`src/mcu_pkg.sv`:
```
package mcu_pkg;

// --------------------
// Sizes
localparam int UADDR_W     = 8;     // 256 microwords
localparam int UWORD_W     = 32;    // Microword width
localparam int YBUS_W      = 8;     // Y bus and mode register
localparam int XMEM_DEPTH  = 16;    // Exchange memory bytes
localparam int XADDR_W     = 4;
localparam int STACK_DEPTH = 4;     // Return stack entries

// --------------------
// APB register map
localparam logic [7:0] REG_CTRL      = 8'h00;   // Start/stop, status
localparam logic [7:0] REG_UADDR     = 8'h04;   // Load pointer
localparam logic [7:0] REG_UDATA     = 8'h08;   // Microword at pointer
localparam logic [7:0] REG_MODE      = 8'h0C;   // Mode word readback
localparam logic [7:0] REG_XMEM_BASE = 8'h40;   // Exchange bytes 0x40..0x7C

// --------------------
// Mode register bits
localparam int MODE_NORMB  = 0;     // Normalization block
localparam int MODE_RNDB   = 1;     // Rounding block
localparam int MODE_GRP_LO = 2;     // grp = log, mul, add
localparam int MODE_OVRIB  = 5;     // Overflow interrupt block
localparam int MODE_DRG    = 6;     // Dispatcher mode
localparam int MODE_CB     = 7;     // Address change flag

typedef enum logic [3:0] {
    SEQ_JZ, SEQ_CONT, SEQ_CJP, SEQ_CJS, SEQ_CRTN, SEQ_LDCT, SEQ_RPCT, SEQ_HALT
} seq_op_e;

typedef enum logic [3:0] {
    COND_YES, COND_NORMB, COND_RNDB, COND_OVRIB, COND_DRG, COND_CB, COND_GLOG,
    COND_GMUL, COND_GADD, COND_TR0, COND_TR1, COND_TKK, COND_EMUL
} cond_e;

typedef enum logic [3:0] {
    FF_NOP, FF_LOGGRP, FF_MULGRP, FF_ADDGRP, FF_CLRTR0, FF_SETTR0, FF_CLRTR1,
    FF_SETTR1, FF_CLRTKK, FF_SETTKK, FF_CHTKK, FF_SETNR, FF_SETER
} flag_op_e;

typedef enum logic {YSRC_IMM, YSRC_MODE} ysrc_e;

typedef enum logic [1:0] {YDST_NONE, YDST_MODE, YDST_XPTR, YDST_XMEM} ydst_e;

typedef struct packed {
    seq_op_e      seq;      // Sequencer opcode
    logic [7:0]   addr;     // Branch target or count
    cond_e        cond;     // Condition select
    logic         icc;      // 1 = pass on true
    flag_op_e     ff;       // Flag trigger op
    ysrc_e        ysrc;     // Y bus source
    ydst_e        ydst;     // Y bus destination
    logic [7:0]   imm;      // Immediate
} micro_word_t;

endpackage

```
`src/mcu_host_if.sv`:
```
`timescale 1ns/100ps

interface mcu_host_if;
    logic                          ucode_we;     // Store write strobe
    logic [mcu_pkg::UADDR_W-1:0]   ucode_addr;   // Load pointer
    logic [mcu_pkg::UWORD_W-1:0]   ucode_data;   // Word to store
    logic                          start;        // One-cycle pulse
    logic                          stop;         // One-cycle pulse
    logic                          running;
    logic                          halted;
    logic [11:0]                   mode_word;    // {emul, tkk, tr1, tr0, mode}
    logic                          xmem_we;      // Core write to exchange memory
    logic [mcu_pkg::XADDR_W-1:0]   xmem_addr;
    logic [mcu_pkg::YBUS_W-1:0]    xmem_data;

    modport regs (
        output ucode_we, ucode_addr, ucode_data, start, stop,
        input  running, halted, mode_word, xmem_we, xmem_addr, xmem_data
    );

    modport store (
        input ucode_we, ucode_addr, ucode_data, running
    );

    modport seq (
        input  start, stop,
        output running, halted
    );

    modport unit (
        input  running,
        output mode_word, xmem_we, xmem_addr, xmem_data
    );
endinterface

```
`src/mcu_sequencer.sv`:
```
`timescale 1ns/100ps

module mcu_sequencer (
    input  logic                        clk,
    input  logic                        reset,
    input  mcu_pkg::micro_word_t        i_uword,
    input  logic                        i_uvalid,
    input  logic                        i_cond,
    output logic [mcu_pkg::UADDR_W-1:0] o_uaddr,
    mcu_host_if.seq                     host_if
);

logic [mcu_pkg::UADDR_W-1:0] uaddr_q;           // Address of word in pipeline
logic [mcu_pkg::UADDR_W-1:0] upc_inc;           // Sequential successor
logic [mcu_pkg::UADDR_W-1:0] next_addr;
logic [mcu_pkg::UADDR_W-1:0] counter;           // Loop counter
logic [mcu_pkg::UADDR_W-1:0] stack [mcu_pkg::STACK_DEPTH];
logic [2:0] sp;                                 // Stack entries used
logic [2:0] sp_top;                             // Index of top entry
logic exec;                                     // Word executes this cycle
logic stack_full;
logic stack_empty;
logic push, pop, halt_op, ld_cnt, dec_cnt;

assign exec        = i_uvalid & host_if.running;
assign upc_inc     = uaddr_q + 1'b1;
assign sp_top      = sp - 1'b1;
assign stack_full  = (sp == 3'(mcu_pkg::STACK_DEPTH));
assign stack_empty = (sp == 3'd0);

// --------------------
// Next address, am2910 subset
always_comb begin
    next_addr = upc_inc;
    push      = 1'b0;
    pop       = 1'b0;
    halt_op   = 1'b0;
    ld_cnt    = 1'b0;
    dec_cnt   = 1'b0;
    case (i_uword.seq)
        mcu_pkg::SEQ_JZ:   next_addr = '0;
        mcu_pkg::SEQ_CONT: next_addr = upc_inc;
        mcu_pkg::SEQ_CJP:  next_addr = i_cond ? i_uword.addr : upc_inc;
        mcu_pkg::SEQ_CJS: begin
            next_addr = i_cond ? i_uword.addr : upc_inc;
            push      = i_cond & ~stack_full;   // Full stack acts as CJP
        end
        mcu_pkg::SEQ_CRTN: begin
            pop       = i_cond & ~stack_empty;  // Empty stack continues
            next_addr = pop ? stack[sp_top[1:0]] : upc_inc;
        end
        mcu_pkg::SEQ_LDCT: ld_cnt = 1'b1;
        mcu_pkg::SEQ_RPCT: begin
            dec_cnt   = (counter != '0);
            next_addr = dec_cnt ? i_uword.addr : upc_inc;
        end
        mcu_pkg::SEQ_HALT: begin
            next_addr = uaddr_q;                // Hold on the halt word
            halt_op   = 1'b1;
        end
        default:           next_addr = upc_inc;
    endcase
end

assign o_uaddr = exec ? next_addr : uaddr_q;    // Refetch until a word executes

// --------------------
// State and run control
always_ff @(posedge clk) begin
    if (reset) begin
        host_if.running <= 1'b0;
        host_if.halted  <= 1'b0;
        uaddr_q         <= '0;
        sp              <= '0;
        counter         <= '0;
    end else if (host_if.start) begin
        host_if.running <= 1'b1;
        host_if.halted  <= 1'b0;
        uaddr_q         <= '0;                  // Program entry
        sp              <= '0;
    end else begin
        if (host_if.running) uaddr_q <= o_uaddr;
        if (host_if.stop) host_if.running <= 1'b0;  // Stop without halted
        if (exec) begin
            if (halt_op) begin
                host_if.running <= 1'b0;
                host_if.halted  <= 1'b1;
            end
            if (push) sp <= sp + 1'b1;
            if (pop) sp <= sp_top;
            if (ld_cnt) counter <= i_uword.addr;
            if (dec_cnt) counter <= counter - 1'b1;
        end
    end
end

always_ff @(posedge clk) begin
    if (exec & push) begin
        stack[sp[1:0]] <= upc_inc;              // Return address
    end
end

endmodule

```
`src/flat_wrapper.sv`:
```
// flat-port wrapper written by rule: the top's interface ports become plain ports
module mcu_sequencer_flat 
  (clk, reset, i_uword, i_uvalid, i_cond, o_uaddr, host_if_start, host_if_stop, host_if_running, host_if_halted);
  mcu_host_if host_if_i ();
  input  logic clk;
  input  logic reset;
  input  mcu_pkg::micro_word_t i_uword;
  input  logic i_uvalid;
  input  logic i_cond;
  output logic [mcu_pkg::UADDR_W-1:0] o_uaddr;
  input wire logic [$bits(host_if_i.start)-1:0] host_if_start;
  input wire logic [$bits(host_if_i.stop)-1:0] host_if_stop;
  output wire logic [$bits(host_if_i.running)-1:0] host_if_running;
  output wire logic [$bits(host_if_i.halted)-1:0] host_if_halted;
  assign host_if_i.start = host_if_start;
  assign host_if_i.stop = host_if_stop;
  assign host_if_running = host_if_i.running;
  assign host_if_halted = host_if_i.halted;
  mcu_sequencer u_core (.clk(clk), .reset(reset), .i_uword(i_uword), .i_uvalid(i_uvalid), .i_cond(i_cond), .o_uaddr(o_uaddr), .host_if(host_if_i));
endmodule
```
`config.mk`:
```
export PLATFORM = sky130hd
export DESIGN_NAME = mcu_sequencer_flat
export DESIGN_NICKNAME = d
export VERILOG_FILES = /design/src/mcu_pkg.sv /design/src/mcu_host_if.sv /design/src/mcu_sequencer.sv /design/src/flat_wrapper.sv
export SDC_FILE = /design/constraint.sdc
export NUM_CORES = 1
export LEC_CHECK = 0
export ABC_AREA = 1
export BUFFER_PORTS_ARGS = -buffer_cell sky130_fd_sc_hd__buf_2
export CAP_MARGIN = 40
export CORE_ASPECT_RATIO = 0.8
export CORE_UTILIZATION = 45
export DETAILED_ROUTE_END_ITERATION = 10
export GPL_TIMING_DRIVEN = 1
export PLACE_DENSITY = 0.62
export SYNTH_ARGS = -nofsm -noshare
export SYNTH_HDL_FRONTEND = slang
export SYNTH_SLANG_ARGS = --single-unit
```
`constraint.sdc`:
```
create_clock -name clk -period 3.6 [get_ports clk]
set_input_delay 0.18 -clock clk [delete_from_list [all_inputs] [get_ports clk]]
set_output_delay 0.18 -clock clk [all_outputs]
set_load 0.1 [all_outputs]
```
* Yosys cells after proc, flatten, opt, wreduce, memory -nomap -nowiden *
Memory sizes are Yosys's and may differ from the RTL's.
Cells that the tools add are included.

operators by class
  add/subtract/negate cells = 4
  eq/ne operators = 7
  mux-type cells = 20
  bitwise operators = 7
  reductions and logical operators = 10

operators by type and width
  kind                                                                 count
  8-bit 2-to-1 mux                                                     6
  8-bit case mux with 5 select lines                                   1
  4-bit by 3-bit == test with 1-bit output (second input constant)     4
  1-bit 2-to-1 mux                                                     11
  8-bit by 1-bit adder with 8-bit output (second input constant)       1
  4-bit by 2-bit == test with 1-bit output (second input constant)     2
  8-bit nonzero test                                                   1
  8-bit by 1-bit subtractor with 8-bit output (second input constant)  1
  3-bit 2-to-1 mux                                                     2
  1-bit bitwise AND                                                    4
  4-bit logical NOT                                                    1
  2-bit AND reduction                                                  2
  2-bit nonzero test                                                   2
  2-bit OR reduction                                                   2
  3-bit by 1-bit adder with 3-bit output (second input constant)       1
  3-bit == test (second input constant)                                1
  3-bit logical NOT                                                    1
  1-bit NOT                                                            3
  3-bit AND reduction                                                  1
  3-bit by 1-bit subtractor with 3-bit output (second input constant)  1

storage, ports and cells
  flip-flop bits (word level) = 21
  RAM bits = 32
  input bits = 38
  memories kept = 1

memories
  name          words  width  rd ports  clocked after memory_dff  wr ports  RTL line             RTL
  u_core.stack  4      8      1         0                         1         mcu_sequencer.sv:17  logic [mcu_pkg::UADDR_W-1:0] stack [mcu_pkg::STACK_DEPTH];

* Longest topological paths before layout *
Gate-level depths: netlist of the first run.

  word-level depth = 7
  depth in mapped cells = 14
  gate-level depth less buffers = 11

* Worst setup path after synthesis of the first run *
OpenSTA, ideal clock, no wires.

  path kind = register to output
  start point = register u_core.sp[0]
  end point = output o_uaddr[1] (netlist name)
  data arrival time = 2458 ps
  data required time = 3420 ps
  path slack = 962 ps
  cell stages (with the launch flop) = 14
  cell sequence = dfxtp_1 > buf_2 > inv_2 > buf_2 > ha_1 > buf_2 > clkinv_1 > nand3_1 > nand2_1 > nor2_1 > nor2_1 > nand3_1 > nand2_1 > nand2_1

between the ends
  word-level cells in the longest chain between the ends = 6
  elaborated cells between the ends (all ways) = 8

RTL lines
  element                                                                   RTL line             RTL
  start, declared                                                           mcu_sequencer.sv:18  logic [2:0] sp;
  start signal, assigned                                                    mcu_sequencer.sv:89  if (push) sp <= sp + 1'b1;
  start signal, assigned                                                    mcu_sequencer.sv:90  if (pop) sp <= sp_top;
  parallel branches: the longest is 3 deep, another holds memory 4 x 8 bit  --
  8-bit 2-to-1 mux (*)                                                      mcu_sequencer.sv:50  next_addr = pop ? stack[sp_top[1:0]] : upc_inc;
  8-bit case mux with 5 select lines (*)                                    mcu_sequencer.sv:40  case (i_uword.seq)
  8-bit 2-to-1 mux (*)                                                      mcu_sequencer.sv:65  assign o_uaddr = exec ? next_addr : uaddr_q;
  end, declared                                                             flat_wrapper.sv:10   output logic [mcu_pkg::UADDR_W-1:0] o_uaddr;

Mark *: on every way between the ends.

* Worst setup path in the final report of the first run *
Ends and elaborated chain as after synthesis.

==> impl_metrics.toml, run 1 <==
[outcome]
outcome = "complete, no violations"

[cells_and_area]
instances_no_fill = 554
nFillCells = 651
diodes = 0
fin_area_mm2 = 0.00348
drive_gt1_share_pct = 13.2
syn_to_final_growth_pct = 9.87
post-route-util_pct = 52.7
final_nets = 514

[synth]
syn_area_mm2 = 0.00317
synth_edf_count = 32
synth.area.top_cells = "edfxtp_1 30%, nand2_1 15%, dfxtp_1 13%"
postSynth.asyncResetShare_pct = 0
ys_seq_elements = 53
synth_top_area_cell = "edfxtp_1"
synth_ff_type = "edfxtp_1"
syn_nets = 485
syn-mean-instance-area_um2 = 7.20
ys_types = 31
yosysMostFrequentCell = "nand2_1"
yosysWarnings = 0
yosysTopAreaCellShare_pct = 30.3
yosysSeqAreaShare_pct = 43.6
synthCells = 440
synth_commonest_cells = "130 x nand2_1, 54 x inv_1, 54 x nor2_1"

[sta]
report.final.slew_viol_count = 0
max_slew_margin_pct = 46.2
fin_ws_ps = 569
period_minus_slack_ps = 3030
rsz0062_at_grt = "no"
worstMarginPinSlew_ps = 804
fin_setup_tns_ps = 0
setup_viol = 0
max_clock_freq_ghz = 0.330
final.setup_skew_ps = 7.64
finalHoldViolCount = 0
fin_crit_sh_pct = 84.2

[setup_path]
cpMostUsedCell = "nand2_1"
startpoint_type = "register"
crit_type = "reg -> out"
arrival_ps = 2850
path_cells = "inv_2 > ha_1 > clkinv_1 > nand3_1 > nand2_1 > nor2_1 > nor2_1 > nand3_1 > nand2_1 > nand2_1 > buf_2"
worst-path-buf-inv = 3
cp.required_ps = 3420
critPathMaxStageDelay_ps = 560
end_kind = "output pin"
slowest_stage = "ha_1"
path_max_fanout = 19
crit_family = "buffers and inverters"

[drt]
drt-vias-per-instance = 5.12
wl_um = 7930
vias = 2839
wirelength_met1_um = 3920
wl_met2_um = 3300
postRouteAntennaNets = 0
drt_iter0_markers = 205
wl_per_cell_um = 14.3
wl_met3_um = 610
top_layer_used = "met4"
drc_errors = 0
first_pass_iters = 4

[cts]
clock_sinks = 53
cts.clk_slew.worst_paths_ps = 100
cts_setup_buffers = 0
cts_buffer_depth = 2
cts_buffers = 5
cts_resized = 0
clock_latency_ps = 320
ctsHoldBuffers = 0
cts_tree = "yes"
htreeDepth = 2
cts_root_buf = "clkbuf_8"

[power]
p_leak_nw = 1.61
peakVddDrop_uv = 222
powerDensity_mw_per_mm2 = 328

[global_route]
grt_pass1_vias = 2550
grt_max_degree = 21
grt_pass1_wl_um = 12800
grt-ovfl-total = 0
grt_use_total_pct = 23.1
antenna_found_initial = 0

[placed_design]
place_hpwl_um = 6040
gp_congestion = 0.944
placed_cell_area_mm2 = 0.00338
port_buffers = 27
dp_slack_ps = 911
place_inst = 545

[job]
max-cap-violations = 0

[die]
core_region_area_mm2 = 0.00660
initial_utilization_pct = 48.0
dieArea_mm2 = 0.00738
io_pins = 48
num_rows = 26
die_w_um = 95.8
chipHeight_um = 77.1

[worst_hold_path]
worstHoldPathType = "in -> reg"
==> per-layer routing <==
metal	GRT usage (%)	vias up
met4	7.01	0
met5	0	-
met2	32.1	82
met3	4.27	10
li1	-	1462
met1	35.8	1285
==> worst paths after layout <==
kind / slack (ps) / end / from / cells after the start
max: 570 / o_uaddr[1] / u_core.sp[0]$_SDFFE_PP0P_ / 11
min: 80 / u_core.counter[7]$_SDFFE_PP0P_ / reset / 2
max reg2reg: 1260 / u_core.uaddr_q[6]$_SDFFE_PP0P_ / u_core.sp[0]$_SDFFE_PP0P_ / 11
min reg2reg: 450 / u_core.host_if.halted$_SDFFE_PP0P_ / u_core.host_if.halted$_SDFFE_PP0P_ / 2
==> registers in the layout (all words and copies together) (netlist names) <==
name	count
u_core.counter	8
u_core.sp	3
u_core.host_if.running	1
u_core.stack	32
u_core.host_if.halted	1
u_core.uaddr_q	8
==> cells in the final DEF, fill, tap and decap left out, types with 2 or more instances in the layout <==
cell type	synthesis	final
buf_4	0	4
dfxtp_1	21	21
clkinv_1	3	3
nor2_2	3	3
nand4_1	5	5
nand3_1	42	42
edfxtp_1	32	32
o21ai_2	2	2
clkinv_4	0	2
ha_1	7	7
buf_2	5	27
xor2_1	5	5
xnor2_1	2	2
nor2_4	3	3
nand2_2	3	3
o21ai_1	12	12
clkbuf_8	0	5
inv_1	54	54
o21bai_1	2	2
nor2_1	54	54
o21ai_0	10	10
inv_2	8	8
nand2_1	130	130
nor3_1	2	2
a21oi_1	24	24
==> cell families (layout without fill, tap and decap cells) <==
group	Yosys count	after routing	synth area share, %
AO/OA/AOI/OAI	53	53	9.32
XOR/XNOR	7	7	1.93
adder cells (fa/ha/maj)	7	7	2.76
buffers and inverters	74	104	9.44
flip-flops	53	53	43.6
AND/OR/NAND/NOR	246	246	33.0
==> layout make-up <==
class / instances / area, um2 / area share, %
Multi-Input combinational cell: 313 / 1490 / 42.8
Sequential cell: 53 / 1380 / 39.7
Inverter: 65 / 244 / 7.01
Timing Repair Buffer: 31 / 165 / 4.74
Tap cell: 84 / 105 / 3.02
Clock buffer: 5 / 68.8 / 1.98
Clock inverter: 3 / 28.8 / 0.826
==> power breakdown <==
group	internal, mW	switching, mW	total [mW]
Sequential	0.640	0.00333	0.643
Combinational	0.0329	0.0991	0.132
Clock	0.145	0.221	0.366
Total	0.818	0.324	1.14
==> metrics by stage <==
stage | power, mW | hold slack [ps]
after floorplan | 0.750 | 249
after CTS | 1.15 | 76.4
final | 1.14 | 78.7
after global placement | 0.787 | 408
after global routing | 1.19 | 85.9
after detailed placement | 0.788 | 411
Power figures use the tool's default switching activity.
==> run 2: changes to the inputs <==
Settings changed: ABC_AREA 1 to 0, PLACE_DENSITY 0.62 to 0.66.
Clock period 3.6 ns to 2.6 ns, I/O delays scaled along.
==> run 2 against run 1 <==
Final cell count decreased by 32%. Hold slack improved by 46 ps. Highest routed layer unchanged. Critical path type unchanged. Worst setup slack got worse by 540 ps. Sequential share of layout area increased by 0.78 points. Critical endpoint is now o_uaddr[6]. Sequential cell count unchanged.
==> impl_metrics.toml, run 2 <==
[die]
dieArea_mm2 = 0.00646
core_region_area_mm2 = 0.00591
num_rows = 25
initial_utilization_pct = 46.8
die_w_um = 89.6
chipHeight_um = 72.1
io_pins = 48

[sta]
finalHoldViolCount = 0
fin_crit_sh_pct = 99.0
max_clock_freq_ghz = 0.389
hold_ws_ps = 125
rsz0062_at_grt = "yes"
final.setup_skew_ps = 9.46
setup_viol = 0
worstMarginPinSlew_ps = 733
max_slew_margin_pct = 50.7
period_minus_slack_ps = 2570
report.final.slew_viol_count = 0
fin_setup_tns_ps = 0

[drt]
postRouteAntennaNets = 0
wl_um = 6660
drc_errors = 0
drt_iter0_markers = 172
vias = 2178
first_pass_iters = 5
wl_per_cell_um = 17.7
drt-vias-per-instance = 5.79

[synth]
ys_seq_elements = 53
synth_ff_type = "edfxtp_1"
ys_types = 58
yosysMostFrequentCell = "edfxtp_1"
yosysTopAreaCellShare_pct = 34.8
synthCells = 252
syn_area_mm2 = 0.00276
synth_top_area_cell = "edfxtp_1"
yosysSeqAreaShare_pct = 50.0
syn-mean-instance-area_um2 = 11.0
synth_edf_count = 32
synth_commonest_cells = "32 x edfxtp_1, 21 x dfxtp_1, 21 x nor2_1"
synth.area.top_cells = "edfxtp_1 35%, dfxtp_1 15%, mux4_2 6.5%"
postSynth.asyncResetShare_pct = 0
syn_nets = 297
yosysWarnings = 0

[setup_path]
path_max_fanout = 3
cp.required_ps = 2470
worst-path-buf-inv = 3
path_cells = "inv_2 > ha_4 > nor4b_4 > and3_4 > or4_4 > a222oi_1 > buf_4 > o22ai_4 > buf_12"
startpoint_type = "register"
critPathMaxStageDelay_ps = 500
slowest_stage = "or4_4"
crit_type = "reg -> out"
end_kind = "output pin"
arrival_ps = 2440
crit_start = "u_core.counter[0]$_SDFFE_PP0P_"
crit_family = "simple AND/OR/NAND/NOR gates"
r2r_start = "u_core.counter[0]$_SDFFE_PP0P_"

[cts]
htreeDepth = 2
cts_root_buf = "clkbuf_8"
cts_buffer_depth = 2
ctsHoldBuffers = 0
clock_sinks = 53
cts_tree = "yes"
cts_buffers = 5
clock_latency_ps = 310
cts.clk_slew.worst_paths_ps = 110

[power]
powerDensity_mw_per_mm2 = 469
peakVddDrop_uv = 246
p_leak_nw = 1.21

[cells_and_area]
final_common_cell = "edfxtp_1"
final_nets = 339
drive_gt1_share_pct = 32.5
post-route-util_pct = 57.9
instances_no_fill = 376
syn_to_final_growth_pct = 23.9
diodes = 0
largest_reg_flops = 32
final_cell_mix = "32 x edfxtp_1, 23 x buf_4, 20 x nor2_1, 20 x buf_2, 19 x nand2_1"

[global_route]
grt-ovfl-total = 0
grt_pass1_vias = 1987
antenna_found_initial = 0
grt_use_total_pct = 21.8
grt_pass1_wl_um = 10300
grt_max_degree = 18

[placed_design]
gp_congestion = 0.856
place_hpwl_um = 4850
port_buffers = 27
place_inst = 362

[job]
max-cap-violations = 0

[worst_hold_path]
hold_path_startpoint = "reset"
worstHoldPathType = "in -> reg"

[outcome]
outcome = "complete, no violations"
[run 2: cell count changes after synthesis, sizes merged, moves of 7 or more]
| cell | change |
|---|---|
| nor2 | -39 |
| nand2 | -115 |
| and2 | +8 |
| mux4 | +8 |
| inv | -53 |
| clkbuf | +7 |
| nand3 | -35 |
| a211oi | +7 |
| o21ai | -17 |
[run 2: repair_timing]
action                     CTS  global route
setup buffers                6             0
pin swaps                    4             1
setup endpoints to repair    6             6
resized for setup           14            11
cloned                       0             0
[run 2: layout make-up]
cell class / count / area, um2
Clock buffer: 5 / 68.8
Timing Repair Buffer: 48 / 355
Inverter: 9 / 33.8
Multi-Input combinational cell: 177 / 1440
Sequential cell: 53 / 1390
Clock inverter: 3 / 43.8
Tap cell: 81 / 101
Fill cell: 493 / 2490
[run 2: worst paths after layout]
check | slack (ps) | end | cells after the start
worst min register to register | 490 | u_core.host_if.halted$_SDFFE_PP0P_ | 2
worst min-delay path | 120 | u_core.counter[4]$_SDFFE_PP0P_ | 2
worst max register to register | 470 | u_core.uaddr_q[6]$_SDFFE_PP0P_ | 9
worst max-delay path | 30 | o_uaddr[6] | 9
[run 2: through the flow]
step / total power [mW] / setup slack, ps / instance area, um2
after global placement: 1.04 / 108 / 3180
after floorplan: 0.987 / 7.89 / 2870
after global routing: 1.66 / -53.8 / 3420
after detailed placement: 1.04 / 91.5 / 3180
after CTS: 1.62 / -2.30 / 3380
final: 1.61 / 26.6 / 3420
[run 2: power breakdown]
part / switching, mW / total, mW / internal [mW]
logic: 0.0900 / 0.141 / 0.0506
registers: 0.00287 / 0.886 / 0.884
clock network: 0.291 / 0.580 / 0.289
total: 0.384 / 1.61 / 1.22
[run 2: cell families after synthesis]
family / after synthesis / synth area share [%]
flip-flops: 53 / 50.0
AO/OA/AOI/OAI: 66 / 16.7
XOR/XNOR: 8 / 2.54
multiplexers: 9 / 6.88
AND/OR/NAND/NOR: 87 / 17.6
adder cells (fa/ha/maj): 7 / 3.17
buffers and inverters: 22 / 3.17
[run 2: routing by layer]
| layer | GRT usage, % | share of wire, % | vias to the layer above | routed length, um |
|---|---|---|---|---|
| li1 | - | - | 1048 | - |
| met1 | 34.1 | 49 | 1067 | 3240 |
| met2 | 31.5 | 45 | 61 | 2980 |
| met3 | 4.10 | 6.2 | 2 | 413 |
| met4 | 4.23 | 0.23 | 0 | 15 |
| met5 | 0 | 0 | - | 0 |
==> run 3: changes to the inputs <==
Settings changed: CTS_BUF_LIST set to sky130_fd_sc_hd__clkbuf_4 sky130_fd_sc_hd__clkbuf_8, PLACE_DENSITY 0.66 to 0.73.
==> run 3 against run 2 <==
Sequential power about the same. Sequential cell count unchanged. Clock-buffer cell count increased by 3. The run now ends with setup timing left. Worst setup slack got worse by 50 ps. Total power decreased by 4.0%. Utilization about the same. Clock power decreased by 11%. Largest cell class unchanged. Final cell count unchanged. Register-to-register slack improved by 30 ps. Maximum frequency decreased by 1.9%. Design area about the same. Critical path depth decreased by 1.
==> impl_metrics.toml, run 3 (same netlist as run 2, synthesis figures left out) <==
[outcome]
outcome = "finished, violations left"
violations = "setup timing"

[placed_design]
port_buffers = 27
place_hpwl_um = 4630
place_inst = 359
gp_congestion = 0.813

[setup_path]
rrSetupSlack_ps = 500
arrival_ps = 2490
end_kind = "output pin"
startpoint_type = "register"
r2r_start = "u_core.counter[2]$_SDFFE_PP0P_"
reg2reg_depth = 7
path_max_fanout = 6
cp.required_ps = 2470
path_cells = "nor3_1 > buf_4 > and3_4 > or4_4 > a222oi_1 > buf_4 > o22ai_4 > buf_12"
rr_endpoint = "u_core.uaddr_q[6]$_SDFFE_PP0P_"
slowest_stage = "or4_4"
worst-path-buf-inv = 3
critPathMaxStageDelay_ps = 570
cpMostUsedCell = "buf_4"
crit_family = "simple AND/OR/NAND/NOR gates"
crit_type = "reg -> out"

[cts]
cts_buffer_depth = 2
ctsHoldBuffers = 0
cts_tree = "yes"
cts.clk_slew.worst_paths_ps = 100
clock_latency_ps = 310
clock_sinks = 53
cts_buffers = 5
cts_root_buf = "clkbuf_8"
htreeDepth = 2

[global_route]
antenna_found_initial = 0
grt_use_total_pct = 21.3
grt_pass1_wl_um = 10000
grt-ovfl-total = 0
grt_pass1_vias = 1981
grt_max_degree = 16

[drt]
wl_um = 6580
vias = 2174
drt_iter0_markers = 215
first_pass_iters = 4
postRouteAntennaNets = 0
wl_per_cell_um = 17.5
drc_errors = 0
drt-vias-per-instance = 5.78

[cells_and_area]
largest_reg_flops = 32
instances_no_fill = 376
seqCellArea_mm2 = 0.00139
nFillCells = 483
final_nets = 339
diodes = 0
final_common_cell = "edfxtp_1"
multiInputGateArea_mm2 = 0.00145
final_cell_mix = "32 x edfxtp_1, 23 x buf_4, 20 x nor2_1, 20 x buf_2, 19 x nand2_1"
drive_gt1_share_pct = 32.9
syn_to_final_growth_pct = 23.9

[die]
dieArea_mm2 = 0.00646
io_pins = 48
core_region_area_mm2 = 0.00591
chipHeight_um = 72.1
num_rows = 25
die_w_um = 89.6
initial_utilization_pct = 46.8

[power]
totalPowerFinal_mw = 1.54
p_leak_nw = 1.21
peakVddDrop_uv = 274
pwr-share-clk_pct = 33.3
seq_power_share_pct = 57.4
powerDensity_mw_per_mm2 = 451
switchingPower_mw = 0.370
swShare_pct = 24.0
p_int_mw = 1.17
comb_power_share_pct = 9.3

[job]
max-cap-violations = 0

[sta]
report.final.slew_viol_count = 0
period_minus_slack_ps = 2620
hold_ws_ps = 135
rsz0062_at_grt = "yes"
worstMarginPinSlew_ps = 674
max_clock_freq_ghz = 0.381
fin_ws_ps = -22.9
max_slew_margin_pct = 54.7
final.setup_skew_ps = 6.69
setup_viol = 1
finalHoldViolCount = 0
fin_crit_sh_pct = 101

[worst_hold_path]
min_path_cells = 2
hold_path_startpoint = "reset"
min_to = "u_core.counter[3]$_SDFFE_PP0P_"
worstHoldPathType = "in -> reg"
## run 3: changes by cell type in the layout (fill, tap and decap cells not counted), sizes merged
cell    change
clkbuf      +3
inv         -1
bufinv      -1
clkinv      -1
## run 3: repair_timing
action | CTS | global route
endpoints found under the setup margin | 7 | 7
endpoints found under the hold margin | 0 | 0
gates resized for setup | 17 | 10
buffers inserted | 5 | 4
pin swaps | 4 | 7
## run 3: routing by layer
metal	track usage (%)	up-vias	part of all wire (%)
met5	0	-	0
met4	7.41	0	1.7
met3	4.10	12	6.3
met2	30.5	73	44
met1	32.1	1043	48
li1	-	1046	-
## run 3: worst max-delay path by stage
stage	start	endpoint	cells after the start
5_1_grt	u_core.counter[1]$_SDFFE_PP0P_	o_uaddr[6]	9
3_5_place_dp	u_core.counter[1]$_SDFFE_PP0P_	o_uaddr[6]	9
6_report	u_core.counter[2]$_SDFFE_PP0P_	o_uaddr[6]	8
4_1_cts	u_core.counter[1]$_SDFFE_PP0P_	o_uaddr[6]	9
3_3_place_gp	u_core.counter[1]$_SDFFE_PP0P_	o_uaddr[6]	9
2_1_floorplan	u_core.counter[0]$_SDFFE_PP0P_	o_uaddr[6]	9
## run 3: layout make-up
type / instances / share of cell area, %
multi-input combinational: 177 / 42.4
sequential: 53 / 40.5
timing repair buffer: 48 / 10.4
tap: 81 / 2.96
clock buffer: 8 / 2.85
inverter: 9 / 0.987
## run 3: metrics by stage
stage / instance area (um2) / setup TNS (ps) / util, % / setup WS, ps
after detailed placement: 3160 / 0 / 53.4 / 61.9
after global placement: 3160 / 0 / 53.4 / 85.9
after CTS: 3360 / -28.9 / 56.8 / -28.9
final: 3420 / -22.9 / 57.9 / -22.9
after floorplan: 2870 / 0 / - / 7.89
after global routing: 3420 / -173 / 57.9 / -112
## run 3: power by group through the flow
stage	clock network, mW	registers (mW)	logic [mW]
finish	0.514	0.886	0.144
global route	0.539	0.887	0.152
CTS	0.511	0.886	0.137
detailed placement	0	0.906	0.130
global placement	0	0.905	0.128
floorplan	0	0.913	0.0748
## run 3: worst register-to-register path: cells and delay by family (launching register included)
family          cells  cell delay (ps)
simple gates        3              830
flops               1              430
compound gates      2              380
buf+inv             2              340
